File: config.mk
export PLATFORM = sky130hd
export DESIGN_NAME = mem_arbiter
export DESIGN_NICKNAME = d
export VERILOG_FILES = /design/src/rtl/dl_pkg.sv /design/src/rtl/mem_arbiter.sv
export VERILOG_INCLUDE_DIRS = /design/src /design/src/rtl
export SDC_FILE = /design/constraint.sdc
export NUM_CORES = 1
export LEC_CHECK = 0
export ABC_CLOCK_PERIOD_IN_PS = 2850
export BUFFER_PORTS_ARGS = -buffer_cell sky130_fd_sc_hd__buf_4
export CAP_MARGIN = 40
export CORE_ASPECT_RATIO = 1.75
export CORE_MARGIN = 4
export CORE_UTILIZATION = 38
export DETAILED_ROUTE_END_ITERATION = 7
export PLACE_DENSITY_LB_ADDON = 0.25
export SLEW_MARGIN = 20
export SYNTH_ARGS = -nofsm -noshare
export SYNTH_HDL_FRONTEND = slang
export SYNTH_SLANG_ARGS = --single-unit
File: constraint.sdc
create_clock -name clk_1x -period 2.85 [get_ports clk_1x]
set_clock_uncertainty 0.2 [all_clocks]
set_input_delay 0 -clock clk_1x [delete_from_list [all_inputs] [get_ports clk_1x]]
set_output_delay 0 -clock clk_1x [all_outputs]
set_load 0.05 [all_outputs]
File: src/rtl/dl_macros.svh
/*
 * Sizes and codes for the ROM download path
 *   shared word RAM and boot-ROM RAM address widths and depths
 *   download index codes, compared on index bits 5..0
 *   word base addresses of the two cartridge regions
 */

`ifndef DL_MACROS_SVH
`define DL_MACROS_SVH

// ==================================================
// Memory sizes
// ==================================================
`define DL_MEM_AW    10
`define DL_MEM_WORDS (1 << `DL_MEM_AW)
`define DL_PIF_AW    10
`define DL_PIF_WORDS (1 << `DL_PIF_AW)

// ==================================================
// Download index codes and cartridge bases
// ==================================================
`define DL_IDX_PIF   6'd0
`define DL_IDX_N64   6'd1
`define DL_IDX_GB    6'd2

// Word addresses in the shared RAM
`define DL_N64_BASE  512
`define DL_GB_BASE   256

`endif

File: src/rtl/dl_pkg.sv
/*
 * Types for the ROM download path
 *   vector typedefs for download and memory widths
 *   host download bus and memory access structs
 *   cartridge loader FSM states and arbiter grant record
 */

`default_nettype none

`include "dl_macros.svh"

package dl_pkg;

	// Plain vectors
	typedef logic [15:0]            half_t;
	typedef logic [31:0]            word_t;
	typedef logic [26:0]            byte_addr_t;
	typedef logic [`DL_MEM_AW-1:0]  mem_addr_t;
	typedef logic [`DL_PIF_AW-1:0]  pif_addr_t;
	typedef logic [7:0]             dl_index_t;

	// Host download bus
	typedef struct packed {
		logic       download;
		logic       wr;
		dl_index_t  index;
		byte_addr_t addr;
		half_t      data;
	} ioctl_t;

	// One access to the shared word RAM
	typedef struct packed {
		logic      valid;
		logic      write;
		mem_addr_t addr;
		word_t     data;
	} mem_req_t;

	typedef enum logic [1:0] {
		CART_IDLE,
		CART_HAVE_LOW,
		CART_WRITE
	} cart_state_t;

	typedef enum logic {
		GRANT_CART,
		GRANT_CORE
	} grant_t;

endpackage

`default_nettype wire

File: src/rtl/mem_arbiter.sv
/*
 * Round-robin arbiter for the shared word RAM
 *   cartridge writes against core reads, one grant per cycle
 *   side not granted last wins under contention
 *   cart_ready pulse and delayed core_rd_done
 */

`timescale 1ns/1ps
`default_nettype none

module mem_arbiter import dl_pkg::*; (
	input  logic      clk_1x,
	input  logic      rst,
	input  mem_req_t  cart_req,
	output logic      cart_ready,
	input  logic      core_rd_req,
	input  mem_addr_t core_rd_addr,
	output logic      core_rd_done,
	output mem_req_t  mem_req
);

	grant_t last_grant;
	logic   rd_issued;
	logic   cart_pend;
	logic   core_pend;
	logic   pick_cart;
	logic   pick_core;

	// Requests already granted stay masked until their owner drops them
	assign cart_pend = cart_req.valid && !cart_ready;
	assign core_pend = core_rd_req && !rd_issued && !core_rd_done;

	assign pick_core = core_pend && (!cart_pend || last_grant == GRANT_CART);
	assign pick_cart = cart_pend && !pick_core;

	// ==================================================
	// Grant record and handshakes
	// ==================================================
	always_ff @(posedge clk_1x) begin
		if (rst) begin
			last_grant   <= GRANT_CORE;
			cart_ready   <= 1'b0;
			rd_issued    <= 1'b0;
			core_rd_done <= 1'b0;
		end else begin
			cart_ready   <= pick_cart;
			rd_issued    <= pick_core;
			// RAM data is valid one cycle after the access
			core_rd_done <= rd_issued;
			if (pick_cart) begin
				last_grant <= GRANT_CART;
			end else if (pick_core) begin
				last_grant <= GRANT_CORE;
			end
		end
	end

	// ==================================================
	// Access to the RAM
	// ==================================================
	always_ff @(posedge clk_1x) begin
		if (rst) begin
			mem_req.valid <= 1'b0;
			mem_req.write <= 1'b0;
		end else begin
			mem_req.valid <= pick_cart || pick_core;
			mem_req.write <= pick_cart;
		end
	end

	always_ff @(posedge clk_1x) begin
		mem_req.addr <= pick_cart ? cart_req.addr : core_rd_addr;
		mem_req.data <= cart_req.data;
	end

endmodule

`default_nettype wire

==> metrics.txt <==
# TYPE chip_impl_metric gauge
chip_impl_info{name="synth.area.top_cells",value="sky130_fd_sc_hd__dfxtp_1, sky130_fd_sc_hd__mux2_2, sky130_fd_sc_hd__nor4b_4"} 1
chip_impl_metric{name="total_leakage_power",unit="nW"} 1.241
chip_impl_metric{name="gp_congestion",unit=""} 0.6295
chip_impl_metric{name="htree_levels",unit=""} 2
chip_impl_metric{name="cap_viol_max_count",unit=""} 0
chip_impl_metric{name="timing.hold.ws",unit="ns"} 0.1500
chip_impl_metric{name="grt-ovfl-total",unit=""} 0
chip_impl_metric{name="netlist_area_before_placement",unit="sq um"} 1151
chip_impl_metric{name="maxClockFrequency",unit="GHz"} 0.4491
chip_impl_info{name="worstSetupStartpointType",value="input port"} 1
chip_impl_metric{name="synthDistinctLibCells",unit=""} 14
chip_impl_metric{name="initial_core_util",unit="%"} 39.32
chip_impl_info{name="critical_path.cell_chain",value="dlygate4sd3_1 -> buf_4 -> nor4b_4 -> nor2_2 -> mux2_2 -> dlygate4sd3_1"} 1
chip_impl_metric{name="maximum_number_of_pins_on_one_net_before_global_route_repair",unit=""} 15
chip_impl_metric{name="finalCritPeriodShare",unit="%"} 78.13
chip_impl_metric{name="setup_total_negative_slack",unit="ns"} 0
chip_impl_metric{name="average_instance_area_after_synthesis",unit="sq um"} 16.68
chip_impl_metric{name="final_layout_size_suffix_gt1_share",unit="%"} 52.14
chip_impl_metric{name="worst_ep_required_time",unit="ns"} 2.82
chip_impl_metric{name="final_antenna_net_count",unit=""} 0
chip_impl_metric{name="dp_slack",unit="ns"} 1.219
chip_impl_metric{name="route.vias.total",unit=""} 1117
chip_impl_metric{name="postSynthCellCount",unit=""} 69
chip_impl_info{name="outcome",value="complete, no violations"} 1
chip_impl_metric{name="grtUsageTotal",unit="%"} 21.90
chip_impl_info{name="critPathTopFamily",value="buffers and inverters"} 1
chip_impl_metric{name="placed_area",unit="sq um"} 1937
chip_impl_metric{name="detailedRoute.firstIterationViolations",unit=""} 10
chip_impl_info{name="tritoncts_clock_tree",value="yes"} 1
chip_impl_metric{name="setup_viol",unit=""} 0
chip_impl_metric{name="drc_errors",unit=""} 0
chip_impl_info{name="rsz0062_at_grt",value="no"} 1
chip_impl_metric{name="powerDensity",unit="nW/um^2"} 577.2
chip_impl_metric{name="ys_warn_count",unit=""} 0
chip_impl_metric{name="nets",unit=""} 290
chip_impl_metric{name="postRouteWirelength",unit="microns"} 4092
chip_impl_metric{name="die-area",unit="sq um"} 4009
chip_impl_metric{name="ratio_of_routed_vias_to_standard_cells",unit=""} 4.247
chip_impl_metric{name="cts_repair_resize_count",unit=""} 0
chip_impl_metric{name="fin_crit",unit="ns"} 2.227
chip_impl_info{name="critical_path.slowest_cell",value="sky130_fd_sc_hd__dlygate4sd3_1"} 1
chip_impl_metric{name="wire_per_inst",unit="microns"} 15.56
chip_impl_metric{name="core_area",unit="sq um"} 2928
chip_impl_metric{name="fillers",unit=""} 135
chip_impl_metric{name="clkLatencyLatePin",unit="ns"} 0.29
chip_impl_metric{name="antenna_violations_before_repair",unit=""} 1
chip_impl_metric{name="chipHeight",unit="microns"} 80.81
chip_impl_metric{name="port-buffer-count",unit=""} 101
chip_impl_metric{name="crit_path_max_fanout",unit=""} 10
chip_impl_metric{name="tritoncts_num_sinks",unit=""} 47
chip_impl_info{name="root_buffer_cell",value="sky130_fd_sc_hd__clkbuf_8"} 1
chip_impl_info{name="synth_area_leader_cell",value="sky130_fd_sc_hd__dfxtp_1"} 1
chip_impl_metric{name="hpwlAfterDp",unit="microns"} 2470
chip_impl_info{name="cpMostUsedCell",value="sky130_fd_sc_hd__dlygate4sd3_1"} 1
chip_impl_metric{name="die_w",unit="microns"} 49.61
chip_impl_metric{name="cts.reportedPaths.clkPinSlew",unit="ns"} 0.08
chip_impl_metric{name="yosysTopAreaCellShare",unit="%"} 81.74
chip_impl_info{name="end_kind",value="register"} 1
chip_impl_metric{name="io-pin-count",unit=""} 103
chip_impl_metric{name="ys_ff_latch",unit=""} 47
chip_impl_metric{name="final_report_hold_violation_count",unit=""} 0
chip_impl_metric{name="synth-seq-area-share",unit="%"} 81.74
chip_impl_info{name="setup.worst_path.class",value="input port to register"} 1
chip_impl_metric{name="cp.buffers_inverters",unit=""} 3
chip_impl_metric{name="stdcell_count",unit=""} 263
chip_impl_metric{name="cts.path.max_buffers",unit=""} 2
chip_impl_metric{name="layout-area-overhead-vs-synth",unit="%"} 126.3
chip_impl_metric{name="max-vdd-ir-drop",unit="mV"} 0.5906
chip_impl_metric{name="first_global_vias",unit=""} 1255
chip_impl_metric{name="post_route_standard_cell_area_excluding_fillers",unit="sq um"} 2605
chip_impl_metric{name="grt_pass1_wl",unit="microns"} 6258
chip_impl_metric{name="cts_made_buffers",unit=""} 5
chip_impl_metric{name="slew_headroom",unit="%"} 66.45
chip_impl_metric{name="max_stage_delay",unit="ns"} 0.58
chip_impl_metric{name="synth_fp_nets",unit=""} 126
chip_impl_metric{name="final-max-slew-violation-count",unit=""} 0
chip_impl_metric{name="rows",unit=""} 26
chip_impl_metric{name="fin_ws",unit="ns"} 0.6232
chip_impl_info{name="min_path_type",value="input port to register"} 1
chip_impl_metric{name="dr.pass1.iters",unit=""} 2
chip_impl_metric{name="critical_path_arrival",unit="ns"} 2.20
chip_impl_metric{name="placed_instances",unit=""} 197
chip_impl_metric{name="worst_pin_slew",unit="ns"} 0.5027
registers in the layout (all words and copies together) (netlist names):
signal / cells
core_rd_done: 1
rd_issued: 1
mem_req: 44
last_grant: 1
power breakdown:
part | leakage [nW] | internal [mW] | total, mW | switching, mW
logic | 0.797 | 0.178 | 0.383 | 0.205
clock network | 0.0484 | 0.199 | 0.405 | 0.206
registers | 0.396 | 0.699 | 0.716 | 0.0163
placed cells by master, fill, tap and decap left out, drive strengths merged:
cell         instances
nand2b               1
dfxtp               47
a21oi                1
buf                101
clkinv               1
nand2                1
nor3                 1
nor4b                1
clkbuf               7
inv                  1
diode                1
a311oi               1
nor2                 2
mux2                10
a211o                1
nor2b                1
dlygate4sd3         57
what timing repair did:
action,CTS,global route
buffers inserted,0,0
endpoints found under the hold margin,47,0
hold buffers,57,0
final timing paths:
check / start / end / slack, ns / cells past startpoint
worst max-delay path: core_rd_req / mem_req[35] / 0.62 / 6
worst min-delay path: cart_req[1] / mem_req[1] / 0.15 / 2
worst max register to register: mem_req[42] / mem_req[35] / 0.63 / 4
worst min register to register: rd_issued / core_rd_done / 0.32 / 1
cells by family (layout without fill, tap and decap cells):
logic type / Yosys count / in the layout / synth area share (%)
AO/OA/AOI/OAI: 3 / 3 / 2.065
buffers and inverters: 2 / 167 / 0.9782
flip-flops: 47 / 47 / 81.74
multiplexers: 10 / 10 / 9.783
other: 0 / 1 / 0
AND/OR/NAND/NOR: 7 / 7 / 5.434
stage by stage:
stage                     power (mW)  utilization [%]
after CTS                      1.506            88.89
after floorplan               0.9064                -
final                          1.504            88.97
after detailed placement       1.038            66.15
after global placement         1.031            66.15
after global routing           1.565            88.97
per-layer routing:
layer	track usage [%]	up-vias	share of wire, %
met5	0	-	0
met4	12.19	0	4.2
met3	6.606	12	7.4
met2	41.64	67	56
met1	20.19	485	32
li1	-	553	-
Yosys cell counts:
cell / number
sky130_fd_sc_hd__dfxtp_1: 47
sky130_fd_sc_hd__mux2_2: 10
sky130_fd_sc_hd__a211o_2: 1
sky130_fd_sc_hd__a21oi_1: 1
sky130_fd_sc_hd__a311oi_1: 1
sky130_fd_sc_hd__buf_4: 1
sky130_fd_sc_hd__inv_1: 1
sky130_fd_sc_hd__nand2_1: 1
sky130_fd_sc_hd__nand2b_4: 1
sky130_fd_sc_hd__nor2_1: 1
sky130_fd_sc_hd__nor2_2: 1
sky130_fd_sc_hd__nor2b_1: 1
sky130_fd_sc_hd__nor3_1: 1
sky130_fd_sc_hd__nor4b_4: 1
worst reg2reg max path: cells and delay by family (launching register included):
family	cells	cell delay, ns
buf+inv	1	0.58
simple gates	2	0.59
mux	1	0.40
flops	1	0.35
cell type report:
type | instances | area (sq um) | share of cell area [%]
timing repair buffer | 158 | 1329 | 51.01
clock buffer | 7 | 86.33 | 3.314
multi-input combinational | 20 | 198.9 | 7.637
clock inverter | 1 | 8.758 | 0.3362
inverter | 1 | 3.754 | 0.1441
sequential | 47 | 940.9 | 36.12
tap | 28 | 35.03 | 1.345
antenna | 1 | 2.502 | 0.09606
(Power assumes the default switching activity.)
