## config.mk

```make
export PLATFORM = sky130hd
export DESIGN_NAME = cart_loader
export DESIGN_NICKNAME = d
export VERILOG_FILES = /design/src/rtl/dl_pkg.sv /design/src/rtl/cart_loader.sv
export VERILOG_INCLUDE_DIRS = /design/src /design/src/rtl
export SDC_FILE = /design/constraint.sdc
export NUM_CORES = 1
export LEC_CHECK = 0
export BUFFER_PORTS_ARGS = -buffer_cell sky130_fd_sc_hd__buf_2
export CORE_ASPECT_RATIO = 0.5
export CORE_MARGIN = 2
export CORE_UTILIZATION = 43
export CTS_CLUSTER_SIZE = 20
export DETAILED_ROUTE_END_ITERATION = 12
export GPL_ROUTABILITY_DRIVEN = 0
export PLACE_DENSITY = 0.83
export SYNTH_ARGS = -nofsm -noshare
export SYNTH_HDL_FRONTEND = slang
export SYNTH_SLANG_ARGS = --single-unit
```

## constraint.sdc

```tcl
create_clock -name clk_1x -period 7.1 [get_ports clk_1x]
set_clock_uncertainty 0.1 [all_clocks]
set_input_delay 0.355 -clock clk_1x [delete_from_list [all_inputs] [get_ports clk_1x]]
set_output_delay 0.355 -clock clk_1x [all_outputs]
set_load 0.005 [all_outputs]
```

## src/rtl/dl_macros.svh

```systemverilog
/*
 * Sizes and codes for the ROM download path
 *   shared word RAM and boot-ROM RAM address widths and depths
 *   download index codes, compared on index bits 5..0
 *   word base addresses of the two cartridge regions
 */

`ifndef DL_MACROS_SVH
`define DL_MACROS_SVH

// ==================================================
// Memory sizes
// ==================================================
`define DL_MEM_AW    10
`define DL_MEM_WORDS (1 << `DL_MEM_AW)
`define DL_PIF_AW    10
`define DL_PIF_WORDS (1 << `DL_PIF_AW)

// ==================================================
// Download index codes and cartridge bases
// ==================================================
`define DL_IDX_PIF   6'd0
`define DL_IDX_N64   6'd1
`define DL_IDX_GB    6'd2

// Word addresses in the shared RAM
`define DL_N64_BASE  512
`define DL_GB_BASE   256

`endif

```

## src/rtl/dl_pkg.sv

```systemverilog
/*
 * Types for the ROM download path
 *   vector typedefs for download and memory widths
 *   host download bus and memory access structs
 *   cartridge loader FSM states and arbiter grant record
 */

`default_nettype none

`include "dl_macros.svh"

package dl_pkg;

	// Plain vectors
	typedef logic [15:0]            half_t;
	typedef logic [31:0]            word_t;
	typedef logic [26:0]            byte_addr_t;
	typedef logic [`DL_MEM_AW-1:0]  mem_addr_t;
	typedef logic [`DL_PIF_AW-1:0]  pif_addr_t;
	typedef logic [7:0]             dl_index_t;

	// Host download bus
	typedef struct packed {
		logic       download;
		logic       wr;
		dl_index_t  index;
		byte_addr_t addr;
		half_t      data;
	} ioctl_t;

	// One access to the shared word RAM
	typedef struct packed {
		logic      valid;
		logic      write;
		mem_addr_t addr;
		word_t     data;
	} mem_req_t;

	typedef enum logic [1:0] {
		CART_IDLE,
		CART_HAVE_LOW,
		CART_WRITE
	} cart_state_t;

	typedef enum logic {
		GRANT_CART,
		GRANT_CORE
	} grant_t;

endpackage

`default_nettype wire

```

## src/rtl/cart_loader.sv

```systemverilog
/*
 * Cartridge loader
 *   packs two download halves into one 32-bit word
 *   adds the main or transfer cartridge base to the word address
 *   holds the write request until accepted, with ioctl_wait as back-pressure
 *   sticky cart_loaded flag for the main cartridge
 */

`timescale 1ns/1ps
`default_nettype none

`include "dl_macros.svh"

module cart_loader import dl_pkg::*; (
	input  logic     clk_1x,
	input  logic     rst,
	input  ioctl_t   ioctl,
	output mem_req_t cart_req,
	input  logic     cart_ready,
	output logic     ioctl_wait,
	output logic     cart_loaded
);

	cart_state_t state;
	logic        n64_sel;
	logic        gb_sel;
	logic        cart_sel;
	logic        first_half;
	logic        second_half;
	mem_addr_t   base_sel;
	mem_addr_t   wr_addr;
	word_t       wr_data;

	assign n64_sel  = ioctl.download && (ioctl.index[5:0] == `DL_IDX_N64);
	assign gb_sel   = ioctl.download && (ioctl.index[5:0] == `DL_IDX_GB);
	assign cart_sel = n64_sel || gb_sel;

	assign first_half  = cart_sel && ioctl.wr && !ioctl.addr[1];
	assign second_half = cart_sel && ioctl.wr && ioctl.addr[1];

	assign base_sel = n64_sel ? mem_addr_t'(`DL_N64_BASE) : mem_addr_t'(`DL_GB_BASE);

	// ==================================================
	// FSM
	// ==================================================
	always_ff @(posedge clk_1x) begin
		if (rst) begin
			state <= CART_IDLE;
		end else if (!cart_sel) begin
			state <= CART_IDLE;
		end else begin
			case (state)
				CART_IDLE: begin
					if (first_half) begin
						state <= CART_HAVE_LOW;
					end
				end
				CART_HAVE_LOW: begin
					if (second_half) begin
						state <= CART_WRITE;
					end
				end
				CART_WRITE: begin
					if (cart_ready) begin
						state <= CART_IDLE;
					end
				end
				default: state <= CART_IDLE;
			endcase
		end
	end

	// Payload, first half low and second half high
	always_ff @(posedge clk_1x) begin
		if (first_half && state != CART_WRITE) begin
			wr_data[15:0] <= ioctl.data;
			wr_addr       <= base_sel + ioctl.addr[`DL_MEM_AW+1:2];
		end
		if (second_half && state == CART_HAVE_LOW) begin
			wr_data[31:16] <= ioctl.data;
		end
	end

	always_ff @(posedge clk_1x) begin
		if (rst) begin
			cart_loaded <= 1'b0;
		end else if (n64_sel) begin
			cart_loaded <= 1'b1;
		end
	end

	assign cart_req = '{
		valid: (state == CART_WRITE),
		write: 1'b1,
		addr:  wr_addr,
		data:  wr_data
	};

	// Dropping download releases the host straight away
	assign ioctl_wait = (state == CART_WRITE) && ioctl.download;

endmodule

`default_nettype wire

```

==> summary by stage, run 1 <==
Run status
The flow ran to the end, and the final reports show no timing, DRC or antenna violations.

Logic synthesis
The cell type contributing the most total cell area after synthesis is sky130_fd_sc_hd__edfxtp_1. The largest family of logic cells by synthesized area is simple AND/OR/NAND/NOR gates. Each instance of the synthesized netlist takes up on average 22.1 um2. The portion of the post-synthesis area used by sequential elements is 89.1%. In the synthesized netlist, mux cells make up 0% of the area. The synthesized net count is 124.

Of the post-synthesis cell area, the dominant cell type holds 85.1%. Counting distinct cell types in the post-synthesis netlist gives 19. Yosys attributes the largest share of cell area to sky130_fd_sc_hd__edfxtp_1 85%, sky130_fd_sc_hd__dfxtp_1 4.1%, sky130_fd_sc_hd__nand4b_1 1.2%. The synthesized design contains 42 enable-type register cells. The simple-gate area share of the yosys netlist is 5.57%. The total of flip-flops plus latches after synthesis is 45. The total of warnings raised by yosys is 0.

In the synthesized netlist the dominant register cell turns out to be sky130_fd_sc_hd__edfxtp_1. The share of the synthesized area in compound gates (AO/OA/AOI/OAI) is 1.69%. After synthesis the cells add up to 1480 um2. The async set-reset flop share out of synthesis is 0%. In the synthesized netlist, the number of instances is 67. After Yosys synthesis, XOR and XNOR cells account for 1.77% of the synthesized area. The synthesized netlist devotes 0.844% of its cell area to adder and majority cells.

Floorplanning
From bottom edge to top edge, the die measures 45.5 um. The row count is 15. The initial core utilization is 44.1%.

The count of boundary I/O pins is 102. The floorplan core area is 3360 um2. The die extent in x is 87.0 um. The area of the die is 3960 um2.

Critical path
The stage delay of the slowest cell on the critical path is 370 ps. The reg-to-reg endpoint is wr_data[2]$_DFFE_PP_. The worst register-to-register path has a depth of 3. The kind of critical path is register to register. On the critical path, the stage with the largest delay is an instance of sky130_fd_sc_hd__buf_4. For the worst setup path, the data arrival time is 1520 ps.

Walking the worst path, the cells encountered are and2b_2, nor4b_4, buf_4. The number of buffers and inverters on the critical path is 1. STA classifies the critical path startpoint as a register. The largest delay contributor family on the critical path is simple AND/OR/NAND/NOR gates. The setup check on the worst reg-to-reg path leaves a slack of 5440 ps. Data on the critical path is required at its endpoint by 6960 ps. In this run the worst path has a maximum fanout of 26. STA classifies the critical path endpoint as a register.

The startpoint identified for the worst register-to-register timing path is state[0]$_SDFFE_PP0P_.

Layout
The relative area change from synthesis to final layout is 38.1%. The library cell used most frequently in the layout, excluding fill and tap cells, is sky130_fd_sc_hd__buf_2. The area used by sequential logic in the layout is 1320 um2. The final net count is 214.

For this run, the number of standard cells in the final layout without fillers is 200. Fill cells in the final layout number 239. The diode insertion count for antenna repair is 0. The top cell types in the final layout, fill and taps aside, are 82 x sky130_fd_sc_hd__buf_2, 42 x sky130_fd_sc_hd__edfxtp_1, 5 x sky130_fd_sc_hd__clkbuf_8.

In the final layout, the multi-input gates occupy 159 um2. The share of final-layout standard cells stronger than drive strength 1 is 60.1%.

STA
Adding up every negative setup slack in the final design gives 0 ps. The number of endpoints failing setup at the final stage is 0. Setup repair after global routing left no endpoint under its margin. The number of pins exceeding their max-slew limit in the final report is 0. The final count of hold timing violations is 0. Derived from the worst setup path, the maximum achievable clock frequency is 603 MHz. Of the available clock period, the critical path in the final layout requires 23.4%. The clock period minus final worst setup slack is 1660 ps.

Worst hold path
The path with the worst hold slack has its endpoint at wr_addr[4]$_DFFE_PP_. The type of the tightest min-delay check is input port to register. The count of cells along the worst hold path is 1. The startpoint identified for the worst hold timing path is ioctl[22].

Power and ir drop
Power spread over the standard cell area amounts to 223 nW/um2. The analysis attributes to cell leakage a power of 0.832 nW. The maximum vdd drop is 0.0000834 V.

The overall power after layout is 457 uW.

CTS
The number of buffers added by the clock tree synthesis step is 5. Hold repair after CTS inserted 0 buffers. The root buffer cell is sky130_fd_sc_hd__clkbuf_8. The number of setup buffers added after CTS is 0.

The buffer depth of the longest clock path is 2. Once the clock tree was built, the resizer swapped 0 gates to a different size. The clock net in this run drives a total of 45 sinks.

The number of levels in the clock H-tree is 2. The TritonCTS clock tree is done. Clock-pin slew was measured on the worst setup and hold paths at 80 ps. The later pin in the worst-skew pair is clocked with a latency of 290 ps.

Route
The number of DRC markers after the initial detailed-route iteration is 15. The average wire length per cell after detail routing is 13.8 um. The residual DRC count is 0. Before antenna repair, the detailed router went through 4 iterations. The remaining antenna violation count is 0. The routed layout has 878 vias. The aggregate routed wire length is 2760 um.

The per-cell via count in the routed design is 4.39.

Job
Across the run, the number of max-cap violations was 0.

Placed design
Buffers placed on the I/O ports in this run total 82. The instance count after placement with tap cells included is 192. The detailed placer's ending HPWL is 2000 um.

Global routing
The initial antenna violation count was 0. The number of global-route vias before repair was 879. The first global-routing pass estimated 3930 um of wire. Entering global routing, the biggest net connects 27 pins. Global routing consumed, over all layers together, 13.9% of the routing resources. The leftover overflow at the end of global routing is 0.
-- sequential cells by signal, summed over array words and instances (netlist names) --
register     count
wr_data         32
wr_addr         10
state            2
cart_loaded      1
-- synthesized netlist by cell type (2+ instances only) --
library cell                n
sky130_fd_sc_hd__nand4b_1   2
sky130_fd_sc_hd__a211oi_1   2
sky130_fd_sc_hd__nor2_1     3
sky130_fd_sc_hd__xor2_1     2
sky130_fd_sc_hd__dfxtp_1    3
sky130_fd_sc_hd__edfxtp_1  42
-- final cells by class --
| type | instances | share of cell area (%) |
|---|---|---|
| clock inverter | 3 | 0.855 |
| inverter | 1 | 0.183 |
| timing repair buffer | 84 | 20.8 |
| clock buffer | 5 | 3.36 |
| multi-input combinational | 20 | 7.76 |
| sequential | 45 | 64.5 |
| tap | 42 | 2.57 |
-- how the worst max path moves through the flow --
stage	startpoint	end	cells past startpoint
CTS	state[0]$_SDFFE_PP0P_	wr_data[2]$_DFFE_PP_	3
finish	state[0]$_SDFFE_PP0P_	wr_data[2]$_DFFE_PP_	3
floorplan	ioctl[46]	wr_addr[0]$_DFFE_PP_	3
global route	state[0]$_SDFFE_PP0P_	wr_data[6]$_DFFE_PP_	3
detailed placement	ioctl[46]	wr_data[2]$_DFFE_PP_	5
global placement	ioctl[46]	wr_data[6]$_DFFE_PP_	5
-- metrics by stage --
step	utilization, %	area, um2	hold slack [ps]	setup slack [ps]
floorplan	-	1480	324	4350
global placement	58.4	1960	337	5220
detailed placement	58.4	1960	329	5170
CTS	61.0	2050	128	5440
global route	61.0	2050	124	5370
finish	61.0	2050	137	5440
-- power breakdown --
| group | switching (mW) | internal (mW) |
|---|---|---|
| Clock | 0.0820 | 0.0679 |
| Sequential | 0.000160 | 0.290 |
| Combinational | 0.00720 | 0.00956 |
| Total | 0.0893 | 0.367 |
-- per-layer routing --
layer	vias to the layer above	global-route usage (%)	part of all wire, %
met5	-	0	0
met4	0	9.38	1.9
met3	6	3.44	3.6
met2	25	26.7	57
met1	412	13.9	38
li1	435	-	-
-- cell families after synthesis --
| logic type | count (synthesis) |
|---|---|
| flops | 45 |
| simple gates | 11 |
| compound gates | 4 |
| xor+xnor | 3 |
| buf+inv | 2 |
| fa+ha+maj | 1 |
| other cells | 1 |
(Power assumes the default switching activity.)
==> inputs of run 2 (changes only) <==
--- a/config.mk
+++ b/config.mk
@@ -6,14 +6,15 @@
 export SDC_FILE = /design/constraint.sdc
 export NUM_CORES = 1
 export LEC_CHECK = 0
+export ABC_AREA = 1
 export BUFFER_PORTS_ARGS = -buffer_cell sky130_fd_sc_hd__buf_2
 export CORE_ASPECT_RATIO = 0.5
 export CORE_MARGIN = 2
-export CORE_UTILIZATION = 43
+export CORE_UTILIZATION = 41
 export CTS_CLUSTER_SIZE = 20
 export DETAILED_ROUTE_END_ITERATION = 12
 export GPL_ROUTABILITY_DRIVEN = 0
-export PLACE_DENSITY = 0.83
+export PLACE_DENSITY = 0.78
 export SYNTH_ARGS = -nofsm -noshare
 export SYNTH_HDL_FRONTEND = slang
 export SYNTH_SLANG_ARGS = --single-unit
==> constraint.sdc (replaced) <==
create_clock -name clk_1x -period 1.7 [get_ports clk_1x]
set_clock_uncertainty 0.1 [all_clocks]
set_input_delay 0.085 -clock clk_1x [delete_from_list [all_inputs] [get_ports clk_1x]]
set_output_delay 0.085 -clock clk_1x [all_outputs]
set_load 0.005 [all_outputs]
==> summary by stage, run 2 <==
Worst hold path
The startpoint of the tightest hold check path was ioctl[17] (was ioctl[22]). The type of the tightest min-delay check is input port to register (unchanged).

Logic synthesis
The flip-flop cell with the highest count after synthesis is sky130_fd_sc_hd__edfxtp_1 (unchanged). The async set-reset flop share out of synthesis is 0% (unchanged). The total of flip-flops plus latches after synthesis is 45 (unchanged). The most common cell in the netlist is sky130_fd_sc_hd__edfxtp_1 (unchanged).

Most numerous cell types in the synthesized netlist: 42 x sky130_fd_sc_hd__edfxtp_1, 13 x sky130_fd_sc_hd__inv_1, 9 x sky130_fd_sc_hd__nor2_1, 5 x sky130_fd_sc_hd__nand2_1 (was 42 x sky130_fd_sc_hd__edfxtp_1, 3 x sky130_fd_sc_hd__dfxtp_1, 3 x sky130_fd_sc_hd__nor2_1). The area fraction of the dominant cell type after synthesis came to 80.6% (was 85.1%). The count of different cell masters after synthesis is 19 (unchanged). The total of warnings raised by yosys is 0 (unchanged). The cell type contributing the most total cell area after synthesis is sky130_fd_sc_hd__edfxtp_1 (unchanged). The gate count after technology mapping is 91 (was 67). The average instance area after synthesis came to 17.2 um2 (was 22.1 um2).

The post-synth design cell area is 1570 um2 (was 1480 um2). The synthesized net count is 148 (was 124). The number of enable flip-flop cells after synthesis came to 42 (unchanged). The portion of the post-synthesis area used by sequential elements is 84.4% (was 89.1%). Largest cells by area after synthesis: sky130_fd_sc_hd__edfxtp_1 81%, sky130_fd_sc_hd__dfxtp_1 3.8%, sky130_fd_sc_hd__inv_1 3.1% (was sky130_fd_sc_hd__edfxtp_1 85%, sky130_fd_sc_hd__dfxtp_1 4.1%, sky130_fd_sc_hd__nand4b_1 1.2%).

Power and ir drop
The clock network fraction of design power is 36.7% (was 32.8%). The share of total power in combinational logic came to 5.9% (was 3.7%). The portion of total power attributed to sequential cells is 57.4% (was 63.5%). The internal power contribution is 1.73 mW (was 367 uW). The power per cell area was 854 nW/um2 (was 223 nW/um2). The net switching fraction of the power is 18.0% (was 19.6%). The maximum vdd drop is 0.000398 V (was 0.0000834 V).

The power dissipated by switching net loads was 380 uW (was 89.3 uW). The leakage power total is 1.06 nW (was 0.832 nW).

Global routing
The leftover overflow at the end of global routing was 0 (unchanged). The global-route wire length before repair is 4450 um (was 3930 um). The largest net degree at the start of global routing came to 27 (unchanged). The global router's overall resource usage is 14.2% (was 13.9%).

The number of global-route vias before repair is 1,056 (was 879). The initial antenna violation count is 0 (unchanged).

Layout
The most common cell after layout, fill and taps aside is sky130_fd_sc_hd__buf_2 (unchanged). Registers with the highest flip-flop counts: wr_data (32), wr_addr (10), state (2) (unchanged). Most used cells in the layout excluding fill and tap cells: 82 x sky130_fd_sc_hd__buf_2, 42 x sky130_fd_sc_hd__edfxtp_1, 28 x sky130_fd_sc_hd__dlygate4sd3_1 (was 82 x sky130_fd_sc_hd__buf_2, 42 x sky130_fd_sc_hd__edfxtp_1, 5 x sky130_fd_sc_hd__clkbuf_8).

The relative area change from synthesis to final layout is 58.0% (was 38.1%). The diode insertion count for antenna repair is 0 (unchanged). The register with the most flip-flops was wr_data (unchanged). The number of non-filler instances in the completed layout is 262 (was 200). The share of final-layout standard cells stronger than drive strength 1 is 49.3% (was 60.1%). The final net count is 267 (was 214). The number of fill cells in the layout is 253 (was 239).

The number of flip-flops under the largest register name was 32 (unchanged).

STA
The number of pins exceeding their max-slew limit in the final report came to 0 (unchanged). The final count of hold timing violations is 0 (unchanged). The clock period minus final worst setup slack is 1570 ps (was 1660 ps). RSZ-0062 raised after global routing: no (unchanged). The final critical-path setup slack was 133 ps (was 5440 ps). The highest clock frequency the design can meet is 638 MHz (was 603 MHz). The number of endpoints failing setup at the final stage is 0 (unchanged). The final total negative setup slack is 0 ps (unchanged). The period utilization is 92.2% (was 23.4%).

Floorplanning
The count of boundary I/O pins is 102 (unchanged). The initial core utilization is 44.1% (about the same). The floorplan core area is 3550 um2 (was 3360 um2). The area of the die is 4360 um2 (was 3960 um2). The die outline height was 47.7 um (was 45.5 um). The die extent in x is 91.4 um (was 87.0 um). The row count is 15 (unchanged).

CTS
The clock latency reported for the late side of the worst-skew pair is 290 ps (about the same). The root buffer cell is sky130_fd_sc_hd__clkbuf_8 (unchanged). The count of hold buffers inserted by post-cts repair was 28 (was 0). The number of setup buffers added after CTS is 0 (unchanged).

The post-cts sizing count came to 0 (unchanged). The number of sinks driven by the clock tree is 45 (unchanged). The number of levels in the clock H-tree was 2 (unchanged). The buffer depth of the longest clock path is 2 (unchanged).

The clock-pin transition on the worst setup and hold timing paths is 80 ps (about the same). The TritonCTS clock tree is done (unchanged). The number of buffers added by the clock tree synthesis step is 5 (unchanged).

Placed design
The detailed placer's ending HPWL was 2280 um (was 2000 um). The instance count after placement with tap cells included is 226 (was 192). The worst slack at placement was 171 ps (was 5170 ps). The number of input and output port buffers inserted is 82 (unchanged).

Critical path
The reg-to-reg endpoint is state[1]$_SDFFE_PP0P_ (was wr_data[2]$_DFFE_PP_). The critical path launch point is state[1]$_SDFFE_PP0P_ (was state[0]$_SDFFE_PP0P_). The largest delay contributor family on the critical path is buffers and inverters (was simple AND/OR/NAND/NOR gates). The beginning of the worst register-to-register path is state[1]$_SDFFE_PP0P_ (was state[0]$_SDFFE_PP0P_). The worst path arrival time is 1700 ps (was 1520 ps). The end of the critical path is state[1]$_SDFFE_PP0P_ (was wr_data[2]$_DFFE_PP_).

The endpoint required time on the critical path is 1840 ps (was 6960 ps). The setup slack of the most critical reg-to-reg path is 130 ps (was 5440 ps). The stage delay of the slowest cell on the critical path is 540 ps (was 370 ps). The buffering stage count on the worst path with inverters included is 2 (was 1).

The depth of the critical timing path with buffers and inverters included is 5 (was 3). Critical path cell sequence: inv_1, nor2_1, nand2_1, a21oi_2, dlygate4sd3_1 (was and2b_2, nor4b_4, buf_4). The slowest cell on the critical path is sky130_fd_sc_hd__dlygate4sd3_1 (was sky130_fd_sc_hd__buf_4). The kind of critical path is register to register (unchanged). The worst-path maximum fanout is 5 (was 26). The critical path launch point type is a register (unchanged). The cell count of the worst reg-to-reg path came to 5 (was 3). The critical path capture point type was a register (unchanged).

Route
The aggregate routed wire length is 3150 um (was 2760 um). The via count was 1,110 (was 878). The average wire length per cell after detail routing is 12.0 um (was 13.8 um). The residual DRC count is 0 (unchanged). The per-cell via count in the routed design was 4.24 (was 4.39). The number of DRC markers after the initial detailed-route iteration is 49 (was 15). The remaining antenna violation count is 0 (unchanged). The number of optimization iterations in the first detailed-route pass came to 4 (unchanged).

Run status
Run status: completed (unchanged).

Job
The count of max-cap constraint violations is 0 (unchanged).
[run 2: changes by cell type after synthesis, moves of 2 or more]
| cell | before | now |
|---|---|---|
| sky130_fd_sc_hd__a211oi_1 | 2 | 0 |
| sky130_fd_sc_hd__inv_1 | 1 | 13 |
| sky130_fd_sc_hd__nand2_1 | 0 | 5 |
| sky130_fd_sc_hd__nand2_2 | 0 | 3 |
| sky130_fd_sc_hd__nand3_2 | 0 | 2 |
| sky130_fd_sc_hd__nand4b_1 | 2 | 0 |
| sky130_fd_sc_hd__nor2_1 | 3 | 9 |
| sky130_fd_sc_hd__nor2_2 | 0 | 2 |
[run 2: kinds of logic (layout without fill, tap and decap cells)]
| logic type | after synthesis | in the layout | synth area share, % |
|---|---|---|---|
| AOI/OAI and AO/OA | 1 | 1 | 0.560 |
| buffers and inverters | 15 | 135 | 3.84 |
| other | 1 | 1 | 0.240 |
| xor gates and xnor gates | 2 | 2 | 1.12 |
| and+or+nand+nor | 26 | 26 | 9.03 |
| DFF | 45 | 45 | 84.4 |
| adders and majority gates | 1 | 1 | 0.799 |
[run 2: how the worst min path moves through the flow]
stage / end / slack [ps] / cells past startpoint
global route: state[0]$_SDFFE_PP0P_ / 40 / 4
global placement: wr_addr[2]$_DFFE_PP_ / 160 / 1
floorplan: cart_loaded$_SDFFE_PP0P_ / 60 / 1
detailed placement: wr_addr[0]$_DFFE_PP_ / 160 / 1
finish: state[0]$_SDFFE_PP0P_ / 20 / 4
CTS: state[0]$_SDFFE_PP0P_ / 10 / 4
[run 2: worst min-delay path: cells and delay by family]
kind | cells | cell delay (ps)
simple gates | 3 | 180
buf+inv | 1 | 110
[run 2: power by group through the flow]
stage | sequential [mW] | combinational, mW | clock [mW]
final | 1.21 | 0.125 | 0.776
after global routing | 1.21 | 0.137 | 0.832
after CTS | 1.21 | 0.125 | 0.804
after detailed placement | 1.24 | 0.0767 | 0
after global placement | 1.24 | 0.0697 | 0
after floorplan | 1.24 | 0.0212 | 0
[run 2: layer usage]
layer	global-route usage, %	share of wire [%]	vias up
met4	7.27	1.3	0
met3	4.57	4.2	5
met2	30.6	57	29
met5	0	0	-
met1	12.7	37	526
li1	-	-	550
[run 2: cell type report]
class	instances	area (um2)	share of cell area, %
clock buffers	6	72.6	2.93
clock inverters	2	38.8	1.57
inverters	14	52.6	2.12
multi-input cells	31	186	7.54
flip-flops and latches	45	1320	53.4
well taps	51	63.8	2.58
repair buffers	113	738	29.8
[run 2: per-stage QoR]
step | power, mW | area [um2] | utilization (%) | hold WS, ps
CTS | 2.14 | 2470 | 69.7 | 13.6
detailed placement | 1.31 | 2080 | 58.7 | 163
finish | 2.11 | 2470 | 69.7 | 15.5
global placement | 1.31 | 2080 | 58.7 | 162
floorplan | 1.26 | 1570 | - | 57.4
global route | 2.18 | 2470 | 69.7 | 40.8
